==> src/verilog/sram_pkg.sv <==
`default_nettype none

package sram_pkg;

    // IS61WV-class part with 1M words of 16 bits
    localparam int SRAM_DATA_WIDTH = 16;
    localparam int SRAM_ADDR_WIDTH = 20;
    localparam int SRAM_SEL_WIDTH  = SRAM_DATA_WIDTH / 8;

    // One word on the SRAM data pins
    typedef logic [SRAM_DATA_WIDTH-1:0] sram_data_t;

    // Word address on the SRAM address pins
    typedef logic [SRAM_ADDR_WIDTH-1:0] sram_addr_t;

    // Bit 0 enables the lower byte and bit 1 the upper byte
    typedef logic [SRAM_SEL_WIDTH-1:0] sram_sel_t;

    // Access sequencer states
    typedef enum logic [1:0] {
        IDLE   = 2'b00,
        GATHER = 2'b01,
        ACK    = 2'b10
    } sram_state_t;

endpackage

`default_nettype wire

==> src/verilog/wb_pkg.sv <==
`default_nettype none

package wb_pkg;

    localparam int WB_ADDR_WIDTH = 32;
    localparam int WB_CTI_WIDTH  = 3;

    // Byte address as seen on the Wishbone bus
    typedef logic [WB_ADDR_WIDTH-1:0] wb_addr_t;

    // Cycle type identifier carried with every beat
    typedef logic [WB_CTI_WIDTH-1:0] wb_cti_t;

    // Classic cycles and the last beat of a burst both end the burst
    localparam wb_cti_t WB_CTI_CLASSIC = 3'b000;
    localparam wb_cti_t WB_CTI_INCR    = 3'b010;
    localparam wb_cti_t WB_CTI_EOB     = 3'b111;

endpackage

`default_nettype wire
==> src/verilog/sram_wb_top.sv <==
`default_nettype none

module sram_wb_top
    import wb_pkg::*;
    import sram_pkg::*;
#(
    parameter int       OPTN_WB_DATA_WIDTH = 16,
    parameter wb_addr_t OPTN_BASE_ADDR     = 32'h0000_0000
)(
    input  logic                              i_wb_clk,
    input  logic                              i_rst_n,

    input  logic                              i_wb_cyc,
    input  logic                              i_wb_stb,
    input  logic                              i_wb_we,
    input  wb_cti_t                           i_wb_cti,
    input  logic [OPTN_WB_DATA_WIDTH/8-1:0]   i_wb_sel,
    input  wb_addr_t                          i_wb_addr,
    input  logic [OPTN_WB_DATA_WIDTH-1:0]     i_wb_data,
    output logic [OPTN_WB_DATA_WIDTH-1:0]     o_wb_data,
    output logic                              o_wb_ack,

    output logic                              o_sram_ce_n,
    output logic                              o_sram_oe_n,
    output logic                              o_sram_we_n,
    output logic                              o_sram_lb_n,
    output logic                              o_sram_ub_n,
    output sram_addr_t                        o_sram_addr,
    output sram_data_t                        o_sram_dq,
    output logic                              o_sram_dq_oe,
    input  sram_data_t                        i_sram_dq
);

    logic                             biu_en;
    logic                             biu_we;
    logic                             biu_eob;
    logic [OPTN_WB_DATA_WIDTH/8-1:0]  biu_sel;
    sram_addr_t                       biu_addr;
    logic [OPTN_WB_DATA_WIDTH-1:0]    biu_wdata;
    logic                             biu_done;
    logic [OPTN_WB_DATA_WIDTH-1:0]    biu_rdata;

    wb_responder #(
        .OPTN_WB_DATA_WIDTH (OPTN_WB_DATA_WIDTH),
        .OPTN_BASE_ADDR     (OPTN_BASE_ADDR)
    ) u_wb_responder (
        .i_wb_clk    (i_wb_clk),
        .i_rst_n     (i_rst_n),
        .i_wb_cyc    (i_wb_cyc),
        .i_wb_stb    (i_wb_stb),
        .i_wb_we     (i_wb_we),
        .i_wb_cti    (i_wb_cti),
        .i_wb_sel    (i_wb_sel),
        .i_wb_addr   (i_wb_addr),
        .i_wb_data   (i_wb_data),
        .o_wb_data   (o_wb_data),
        .o_wb_ack    (o_wb_ack),
        .i_biu_done  (biu_done),
        .i_biu_rdata (biu_rdata),
        .o_biu_en    (biu_en),
        .o_biu_we    (biu_we),
        .o_biu_eob   (biu_eob),
        .o_biu_sel   (biu_sel),
        .o_biu_addr  (biu_addr),
        .o_biu_wdata (biu_wdata)
    );

    sram_wb #(
        .OPTN_WB_DATA_WIDTH (OPTN_WB_DATA_WIDTH)
    ) u_sram_wb (
        .i_wb_clk     (i_wb_clk),
        .i_rst_n      (i_rst_n),
        .i_biu_en     (biu_en),
        .i_biu_we     (biu_we),
        .i_biu_eob    (biu_eob),
        .i_biu_sel    (biu_sel),
        .i_biu_addr   (biu_addr),
        .i_biu_wdata  (biu_wdata),
        .o_biu_done   (biu_done),
        .o_biu_rdata  (biu_rdata),
        .o_sram_ce_n  (o_sram_ce_n),
        .o_sram_oe_n  (o_sram_oe_n),
        .o_sram_we_n  (o_sram_we_n),
        .o_sram_lb_n  (o_sram_lb_n),
        .o_sram_ub_n  (o_sram_ub_n),
        .o_sram_addr  (o_sram_addr),
        .o_sram_dq    (o_sram_dq),
        .o_sram_dq_oe (o_sram_dq_oe),
        .i_sram_dq    (i_sram_dq)
    );

endmodule

`default_nettype wire

==> src/verilog/sram_wb.sv <==
`default_nettype none

module sram_wb
    import sram_pkg::*;
#(
    parameter int OPTN_WB_DATA_WIDTH = 16
)(
    input  logic                              i_wb_clk,
    input  logic                              i_rst_n,

    input  logic                              i_biu_en,
    input  logic                              i_biu_we,
    input  logic                              i_biu_eob,
    input  logic [OPTN_WB_DATA_WIDTH/8-1:0]   i_biu_sel,
    input  sram_addr_t                        i_biu_addr,
    input  logic [OPTN_WB_DATA_WIDTH-1:0]     i_biu_wdata,
    output logic                              o_biu_done,
    output logic [OPTN_WB_DATA_WIDTH-1:0]     o_biu_rdata,

    output logic                              o_sram_ce_n,
    output logic                              o_sram_oe_n,
    output logic                              o_sram_we_n,
    output logic                              o_sram_lb_n,
    output logic                              o_sram_ub_n,
    output sram_addr_t                        o_sram_addr,
    output sram_data_t                        o_sram_dq,
    output logic                              o_sram_dq_oe,
    input  sram_data_t                        i_sram_dq
);

    // Number of 16-bit SRAM accesses per bus word
    localparam int GATHER_COUNT = OPTN_WB_DATA_WIDTH / SRAM_DATA_WIDTH;
    localparam int IDX_WIDTH    = (GATHER_COUNT > 1) ? $clog2(GATHER_COUNT) : 1;
    localparam logic [IDX_WIDTH-1:0] LAST_IDX = IDX_WIDTH'(GATHER_COUNT - 1);

    sram_state_t                    state_r;
    sram_state_t                    state_next;
    logic [IDX_WIDTH-1:0]           idx_r;
    logic                           last_half;
    logic                           active;
    logic                           done_r;
    sram_sel_t                      half_sel;
    sram_data_t                     half_wdata;
    logic [OPTN_WB_DATA_WIDTH-1:0]  gather_r;

    assign active    = (state_r == GATHER);
    assign last_half = (idx_r == LAST_IDX);

    // Byte enables and write data of the half being driven this cycle
    assign half_sel   = i_biu_sel[idx_r*SRAM_SEL_WIDTH +: SRAM_SEL_WIDTH];
    assign half_wdata = i_biu_wdata[idx_r*SRAM_DATA_WIDTH +: SRAM_DATA_WIDTH];

    always_comb begin
        state_next = state_r;
        case (state_r)
            IDLE: begin
                if (i_biu_en) begin
                    state_next = GATHER;
                end
            end
            GATHER: begin
                if (last_half) begin
                    state_next = ACK;
                end
            end
            ACK: begin
                // Inside a burst the beat request is still up here, so wait for it
                // to drop before going idle and never restart on a stale request
                if (i_biu_eob || !i_biu_en) begin
                    state_next = IDLE;
                end
            end
            default: begin
                state_next = IDLE;
            end
        endcase
    end

    always_ff @(posedge i_wb_clk) begin
        if (!i_rst_n) begin
            state_r <= IDLE;
            idx_r   <= '0;
            done_r  <= 1'b0;
        end else begin
            state_r <= state_next;
            done_r  <= active && last_half;
            if (active && !last_half) begin
                idx_r <= idx_r + 1'b1;
            end else if (!active) begin
                idx_r <= '0;
            end
        end
    end

    // Each half lands in its own slot of the gather register
    always_ff @(posedge i_wb_clk) begin
        if (active) begin
            gather_r[idx_r*SRAM_DATA_WIDTH +: SRAM_DATA_WIDTH] <= i_sram_dq;
        end
    end

    // The full word is complete during the done cycle
    assign o_biu_done  = done_r;
    assign o_biu_rdata = gather_r;

    // Chip and output enables stay asserted, the data pins are turned with dq_oe
    assign o_sram_ce_n = 1'b0;
    assign o_sram_oe_n = 1'b0;

    assign o_sram_we_n  = !(active && i_biu_we);
    assign o_sram_dq_oe = active && i_biu_we;
    assign o_sram_lb_n  = !(active && half_sel[0]);
    assign o_sram_ub_n  = !(active && half_sel[1]);

    // Half k of the bus word lives at word base+k
    assign o_sram_addr = i_biu_addr + SRAM_ADDR_WIDTH'(idx_r);
    assign o_sram_dq   = half_wdata;

endmodule

`default_nettype wire

==> src/verilog/wb_responder.sv <==
`default_nettype none

module wb_responder
    import wb_pkg::*;
    import sram_pkg::*;
#(
    parameter int       OPTN_WB_DATA_WIDTH = 16,
    parameter wb_addr_t OPTN_BASE_ADDR     = 32'h0000_0000
)(
    input  logic                              i_wb_clk,
    input  logic                              i_rst_n,

    input  logic                              i_wb_cyc,
    input  logic                              i_wb_stb,
    input  logic                              i_wb_we,
    input  wb_cti_t                           i_wb_cti,
    input  logic [OPTN_WB_DATA_WIDTH/8-1:0]   i_wb_sel,
    input  wb_addr_t                          i_wb_addr,
    input  logic [OPTN_WB_DATA_WIDTH-1:0]     i_wb_data,
    output logic [OPTN_WB_DATA_WIDTH-1:0]     o_wb_data,
    output logic                              o_wb_ack,

    input  logic                              i_biu_done,
    input  logic [OPTN_WB_DATA_WIDTH-1:0]     i_biu_rdata,
    output logic                              o_biu_en,
    output logic                              o_biu_we,
    output logic                              o_biu_eob,
    output logic [OPTN_WB_DATA_WIDTH/8-1:0]   o_biu_sel,
    output sram_addr_t                        o_biu_addr,
    output logic [OPTN_WB_DATA_WIDTH-1:0]     o_biu_wdata
);

    // The window covers the whole 2 MiB part
    localparam wb_addr_t WINDOW_SPAN = 32'h0020_0000;
    localparam wb_addr_t WIN_LIMIT   = OPTN_BASE_ADDR + WINDOW_SPAN;

    logic                      in_window;
    logic                      accept;
    logic [SRAM_ADDR_WIDTH:0]  win_offset;
    logic                      biu_en_r;
    logic                      ack_r;

    assign in_window = (i_wb_addr >= OPTN_BASE_ADDR) && (i_wb_addr < WIN_LIMIT);

    // Byte offset into the window, bit 0 is dropped by the word conversion
    assign win_offset = (SRAM_ADDR_WIDTH + 1)'(i_wb_addr - OPTN_BASE_ADDR);

    // A request still on the bus during its own ack cycle is not taken again
    assign accept = i_wb_cyc && i_wb_stb && in_window && !biu_en_r && !ack_r;

    always_ff @(posedge i_wb_clk) begin
        if (!i_rst_n) begin
            biu_en_r <= 1'b0;
            ack_r    <= 1'b0;
        end else begin
            ack_r <= i_biu_done;
            if (accept) begin
                biu_en_r <= 1'b1;
            end else if (i_biu_done) begin
                biu_en_r <= 1'b0;
            end
        end
    end

    // Request fields stay put for the whole access
    always_ff @(posedge i_wb_clk) begin
        if (accept) begin
            o_biu_we    <= i_wb_we;
            o_biu_eob   <= (i_wb_cti != WB_CTI_INCR);
            o_biu_sel   <= i_wb_sel;
            o_biu_addr  <= win_offset[SRAM_ADDR_WIDTH:1];
            o_biu_wdata <= i_wb_data;
        end
    end

    // Read data is captured together with the ack
    always_ff @(posedge i_wb_clk) begin
        if (i_biu_done) begin
            o_wb_data <= i_biu_rdata;
        end
    end

    assign o_biu_en = biu_en_r;
    assign o_wb_ack = ack_r;

endmodule

`default_nettype wire

==> config.mk <==
export PLATFORM = sky130hd
export DESIGN_NAME = sram_wb_top
export DESIGN_NICKNAME = d
export VERILOG_FILES = /design/src/verilog/sram_pkg.sv /design/src/verilog/wb_pkg.sv /design/src/verilog/sram_wb_top.sv /design/src/verilog/sram_wb.sv /design/src/verilog/wb_responder.sv
export SDC_FILE = /design/constraint.sdc
export NUM_CORES = 1
export LEC_CHECK = 0
export ABC_AREA = 1
export BUFFER_PORTS_ARGS = -buffer_cell sky130_fd_sc_hd__buf_2
export CAP_MARGIN = 10
export CORE_MARGIN = 10
export CORE_UTILIZATION = 51
export CTS_CLUSTER_SIZE = 30
export DETAILED_ROUTE_END_ITERATION = 8
export PLACE_DENSITY_LB_ADDON = 0.25
export SKIP_LAST_GASP = 1
export SLEW_MARGIN = 20
export SYNTH_ARGS = -nofsm -noshare
export SYNTH_HDL_FRONTEND = slang
export SYNTH_SLANG_ARGS = --single-unit
==> constraint.sdc <==
create_clock -name i_wb_clk -period 7.8 [get_ports i_wb_clk]
set_input_delay 1.56 -clock i_wb_clk [delete_from_list [all_inputs] [get_ports i_wb_clk]]
set_output_delay 1.56 -clock i_wb_clk [all_outputs]
set_load 0.01 [all_outputs]
==> impl_metrics.ini, run 1 <==
[sta]
setup_viol = 0
finalHoldViolations = 0
clock_skew_ns = 0.00906
worstMarginPinSlew_ns = 0.786
fin_crit_ns = 3.62
rsz_0062_raised_after_global_routing = false
slew_headroom_pct = 47.5
drv_slew = 0
min_period_over_period_pct = 46.4
max_clock_freq_ghz = 0.276
setup_total_negative_slack_ns = 0

[layout]
antenna_cells_inserted = 0
flow.area_growth_from_synthesis_pct = 29.1
post_route_cells_drive_above_1_share_pct = 36.7
final_common_cell = buf_2
nNetsFinal = 504
layout.cells.non_filler = 508
layout.cells.most_common_list = buf_2, edfxtp_1, nor2_1

[placement]
gp_routability_congestion = 0.867
post-dp-hpwl_mm = 5.82
placement.io_buffers = 129
placedCellCount = 491

[clock_tree]
cts-root-to-sink-buffers = 2
clock_latency_ns = 0.35
ctsHtreeMaxLevel = 3
cts_hold_buffers = 0
tritoncts_clock_tree = yes
total_clock_buffers_created_by_cts = 9
clock_root_buffer = clkbuf_8
cts_resized = 0
cts.repair_timing.setup_buffer_count = 0
clk_pin_slew_worst_paths_ns = 0.09
clock_sinks = 78

[detailed_routing]
total_vias_in_the_final_route = 2361
routed_via_density = 4.65
drt_pre_antenna_iters = 4
drc = 0
wl_met1_mm = 2.93
route.antenna.remaining_nets = 0
dr.max_layer_used = met4
met3RoutedLength_um = 632
wire_per_inst_um = 14.8
routed_wl_mm = 7.53
wl_met2_mm = 3.81
first_iter_violations = 69

[die]
rows = 28
die_extent_in_y_um = 99.7
io_pins = 133
die_area_sq_um = 9930
floorplan.die.width_um = 99.7
placeableCoreArea_sq_um = 6030
starting_density_pct = 53.7

[flow_run]
number_of_max_cap_violations = 0

[power_and_ir_drop]
power.density_cell_area_nw_per_um2 = 185
ir_worst_vdd_mv = 0.119
p_leak_uw = 0.00186
power_uw = 771

[worst_hold_path]
min-delay-path-class = reg -> reg

[logic_synthesis]
mappedNetlistArea_sq_um = 3240
ys_types = 20
synthesis.instances = 290
synth_sequential_area_ratio_pct = 70.5
synth-seq-cells = 78
syn-mean-instance-area_sq_um = 11.2
synth-warning-count = 0

[setup_path]
endpoint_kind = output port
critical_path_class = reg -> out
worstPathMaxFanout = 5
setup.worst_path.start_class = register
critPathArrivalTime_ns = 2.06
data_required_time_of_the_critical_path_ns = 6.24

[global_routing]
wire_length_of_the_first_global_routing_pass_mm = 11.4
grt_overflow_total = 0
maximum_number_of_pins_on_one_net_before_global_route_repair = 41
track_usage_pct = 14.7
first_global_vias = 2401
antenna_found_initial = 0

[status]
outcome = completed
## synth_stat cells (all sizes together)
library cell  instances  area (sq um)
dfxtp                 6           120
buf                   2          15.0
a21oi                 3          15.0
or2                   2          12.5
nor2                 72           288
nor4                  2          12.5
clkbuf                4          15.0
nor3                  1          5.00
xor2                  9          78.8
edfxtp               72          2160
or3b                  1          8.76
ha                    2          25.0
nand2                50           195
nand3                11          55.1
conb                  1          3.75
xnor2                 6          52.6
inv                  46           173
## cells by family (layout without fill, tap and decap cells)
logic type | count (synthesis) | in the layout | synth area share, %
buf+inv | 52 | 193 | 6.26
compound gates | 3 | 3 | 0.464
other cells | 1 | 3 | 0.116
fa+ha+maj | 2 | 2 | 0.773
simple gates | 139 | 139 | 17.8
xor+xnor | 15 | 15 | 4.06
flops | 78 | 78 | 70.5
## routing by layer
| metal | vias up | GRT usage, % |
|---|---|---|
| li1 | 1196 | - |
| met1 | 1070 | 15.2 |
| met2 | 81 | 24.7 |
| met3 | 14 | 6.64 |
| met4 | 0 | 7.39 |
| met5 | - | 0 |
## sequential cells by signal (all words and copies together) (netlist names), 2 cells and up
register,cells
u_wb_responder.o_biu_addr,20
u_wb_responder.o_biu_wdata,16
u_sram_wb.state_r,2
u_sram_wb.o_biu_rdata,16
u_wb_responder.o_wb_data,16
u_wb_responder.o_biu_sel,2
## cell type report
class	instances	area, sq um
tap	75	93.8
fill	459	1850
inverter	46	173
sequential	78	2280
clock buffer	9	124
clock inverter	7	65.1
multi-input combinational	162	767
timing repair buffer	131	673
## power by group
| part | switching, uW | leakage [uW] | internal (uW) | total, uW |
|---|---|---|---|---|
| combinational | 16.4 | 0.00107 | 18.2 | 34.6 |
| sequential | 0.162 | 0.000698 | 454 | 454 |
| clock | 161 | 0.0000856 | 121 | 282 |
## path summary, 6_finish.rpt
check                                                from                            to  slack [ns]  depth (start not counted)
worst max-delay path                      u_sram_wb.idx_r               o_sram_addr[14]        4.18                          7
worst max register to register       u_sram_wb.state_r[0]      u_sram_wb.o_biu_rdata[8]        6.00                          5
worst min register to register  u_sram_wb.o_biu_rdata[13]  u_wb_responder.o_wb_data[13]        0.42                          0
worst min-delay path            u_sram_wb.o_biu_rdata[13]  u_wb_responder.o_wb_data[13]        0.42                          0
## worst max-delay path: stages, from the launching register on
cell and delay, ns:
dfxtp_1 0.34, ha_1 0.26, ha_1 0.30, nand3_1 0.15, nor2_1 0.20, nand3_1 0.12, xnor2_1 0.18, buf_2 0.16
## per-stage QoR
| step | setup WS [ns] | util (%) | hold slack (ns) | cell area [sq um] |
|---|---|---|---|---|
| after floorplan | 3.78 | - | 0.400 | 3240 |
| after global placement | 4.42 | 65.9 | 0.401 | 3970 |
| after detailed placement | 4.38 | 65.9 | 0.405 | 3970 |
| after CTS | 4.15 | 69.0 | 0.427 | 4160 |
| after global routing | 3.97 | 69.3 | 0.432 | 4180 |
| final | 4.18 | 69.3 | 0.425 | 4180 |
No activity file was read; power rests on OpenSTA's default activity.
==> run 2: changes to the inputs <==
--- a/config.mk
+++ b/config.mk
@@ -5,11 +5,11 @@
 export SDC_FILE = /design/constraint.sdc
 export NUM_CORES = 1
 export LEC_CHECK = 0
-export ABC_AREA = 1
+export ABC_AREA = 0
 export BUFFER_PORTS_ARGS = -buffer_cell sky130_fd_sc_hd__buf_2
 export CAP_MARGIN = 10
 export CORE_MARGIN = 10
-export CORE_UTILIZATION = 51
+export CORE_UTILIZATION = 47
 export CTS_CLUSTER_SIZE = 30
 export DETAILED_ROUTE_END_ITERATION = 8
 export PLACE_DENSITY_LB_ADDON = 0.25
==> constraint.sdc (replaced) <==
create_clock -name i_wb_clk -period 3.77 [get_ports i_wb_clk]
set_input_delay 0.754 -clock i_wb_clk [delete_from_list [all_inputs] [get_ports i_wb_clk]]
set_output_delay 0.754 -clock i_wb_clk [all_outputs]
set_load 0.01 [all_outputs]
==> run 2 against run 1 <==
Critical path depth unchanged. Wire length down 14%. Setup slack worse by 3.4 ns. Critical endpoint is now o_sram_addr[18].
==> impl_metrics.ini, run 2 <==
[status]
outcome = completed

[power_and_ir_drop]
ir_worst_vdd_mv = 0.313
p_leak_uw = 0.00162
power.density_cell_area_nw_per_um2 = 430
power_uw = 1720

[detailed_routing]
route.antenna.remaining_nets = 0
drc = 0
drt_pre_antenna_iters = 4
first_iter_violations = 34
routed_via_density = 4.67
routed_wl_mm = 6.50
total_vias_in_the_final_route = 1920
wire_per_inst_um = 15.8

[layout]
antenna_cells_inserted = 0
top_register = u_wb_responder.o_biu_addr
layout.cells.non_filler = 411
post-route-util_pct = 63.4
final.fill_count = 494
post_route_cells_drive_above_1_share_pct = 45.8
layout.cells.most_common_list = buf_2, edfxtp_1, nor2b_1
final_common_cell = buf_2
flow.area_growth_from_synthesis_pct = 32.0
largest_register_ffs = 20
nNetsFinal = 405

[sta]
max_clock_freq_ghz = 0.330
worstMarginPinSlew_ns = 0.923
fin_crit_ns = 3.03
finalHoldViolations = 0
min_period_over_period_pct = 80.3
setup_viol = 0
clock_skew_ns = 0.00487
slew_headroom_pct = 38.4
drv_slew = 0
rsz_0062_raised_after_global_routing = false
setup_total_negative_slack_ns = 0

[clock_tree]
clk_pin_slew_worst_paths_ns = 0.07
cts-root-to-sink-buffers = 2
tritoncts_clock_tree = yes
cts_resized = 0
total_clock_buffers_created_by_cts = 9
ctsHtreeMaxLevel = 3
clock_sinks = 78
cts_hold_buffers = 0
clock_latency_ns = 0.33
cts.repair_timing.setup_buffer_count = 0
clock_root_buffer = clkbuf_8

[logic_synthesis]
synthesis.instances = 191
ys_types = 31
synth_sequential_area_ratio_pct = 75.2
synth-seq-cells = 78
synth_top_area_share_pct = 71.3
netlist_top_cells_area = edfxtp_1, nor2b_1, dfxtp_1, xor2_1, xnor2_1
synth_top_flop_cell = edfxtp_1
asyncSetResetFlopFracSynth_pct = 0
synth_enable_flop_cells = 72
synth-warning-count = 0
syn-mean-instance-area_sq_um = 15.9
yosysMostFrequentCell = edfxtp_1
synth_common_cells = edfxtp_1, nor2b_1, xor2_1, nand2_1, xnor2_1
mappedNetlistArea_sq_um = 3030
synth_largest_area_cell = edfxtp_1

[setup_path]
endpoint_kind = output port
r2r_slack_ns = 2.00
critPathArrivalTime_ns = 2.27
data_required_time_of_the_critical_path_ns = 3.02
setup.worst_path.start_class = register
worstPathMaxFanout = 6
critical_path_class = reg -> out

[die]
starting_density_pct = 48.0
die_area_sq_um = 10100
placeableCoreArea_sq_um = 6310
floorplan.die.width_um = 100
io_pins = 133
die_extent_in_y_um = 100
rows = 29

[global_routing]
wire_length_of_the_first_global_routing_pass_mm = 10.3
track_usage_pct = 13.0
first_global_vias = 2104
grt_overflow_total = 0
antenna_found_initial = 0
maximum_number_of_pins_on_one_net_before_global_route_repair = 42

[placement]
post-dp-hpwl_mm = 5.12
placement.io_buffers = 129
gp_routability_congestion = 0.719
placedCellCount = 395

[worst_hold_path]
min-delay-path-class = reg -> reg

[flow_run]
number_of_max_cap_violations = 0
[run 2: per-layer routing]
metal  global-route usage [%]  vias up  routed length (um)
met3                     6.11        7                 545
li1                         -      956                   -
met2                     22.9       69                3480
met5                        0        -                   0
met4                     3.59        0                  40
met1                     13.6      888                2440
[run 2: cells by family after synthesis]
kind of cell	count (synthesis)	synth area share (%)
AOI/OAI and AO/OA	2	0.495
xor gates and xnor gates	18	5.20
adders and majority gates	2	0.825
buffers and inverters	9	1.61
DFF	78	75.2
muxes	1	0.330
other	1	0.124
and+or+nand+nor	80	16.2
[run 2: final cells by class]
class / instances / area, sq um / area share, %
sequential: 78 / 2280 / 57.0
multi-input combinational: 106 / 716 / 17.9
timing repair buffer: 131 / 661 / 16.5
clock buffer: 9 / 124 / 3.09
clock inverter: 7 / 113 / 2.81
tap: 77 / 96.3 / 2.41
inverter: 3 / 11.3 / 0.281
[run 2: power breakdown]
group	switching, uW	leakage (uW)	internal [uW]
clock network	281	0.000121	436
registers	0.296	0.000698	940
logic	26.4	0.000803	37.3
[run 2: through the flow]
step                hold slack, ns  area [sq um]  setup slack, ns
finish                       0.420          4000            0.743
CTS                          0.423          4000            0.718
global placement             0.401          3770             1.10
global route                 0.427          4000            0.600
detailed placement           0.405          3770             1.12
floorplan                    0.400          3040            0.913
[run 2: worst max-delay path: stages (launching register included)]
cell and delay [ns]:
edfxtp_1 0.34, ha_1 0.20, ha_1 0.22, nand2_1 0.08, or3_1 0.47, nor4_4 0.31
xor2_1 0.17, buf_2 0.16
[run 2: path summary, 6_finish.rpt]
kind                           startpoint  depth (start not counted)                            end
max          u_wb_responder.o_biu_addr[0]                          7                o_sram_addr[18]
min             u_sram_wb.o_biu_rdata[14]                          0   u_wb_responder.o_wb_data[14]
max reg2reg       u_wb_responder.o_wb_ack                          2  u_wb_responder.o_biu_addr[10]
min reg2reg     u_sram_wb.o_biu_rdata[14]                          0   u_wb_responder.o_wb_data[14]
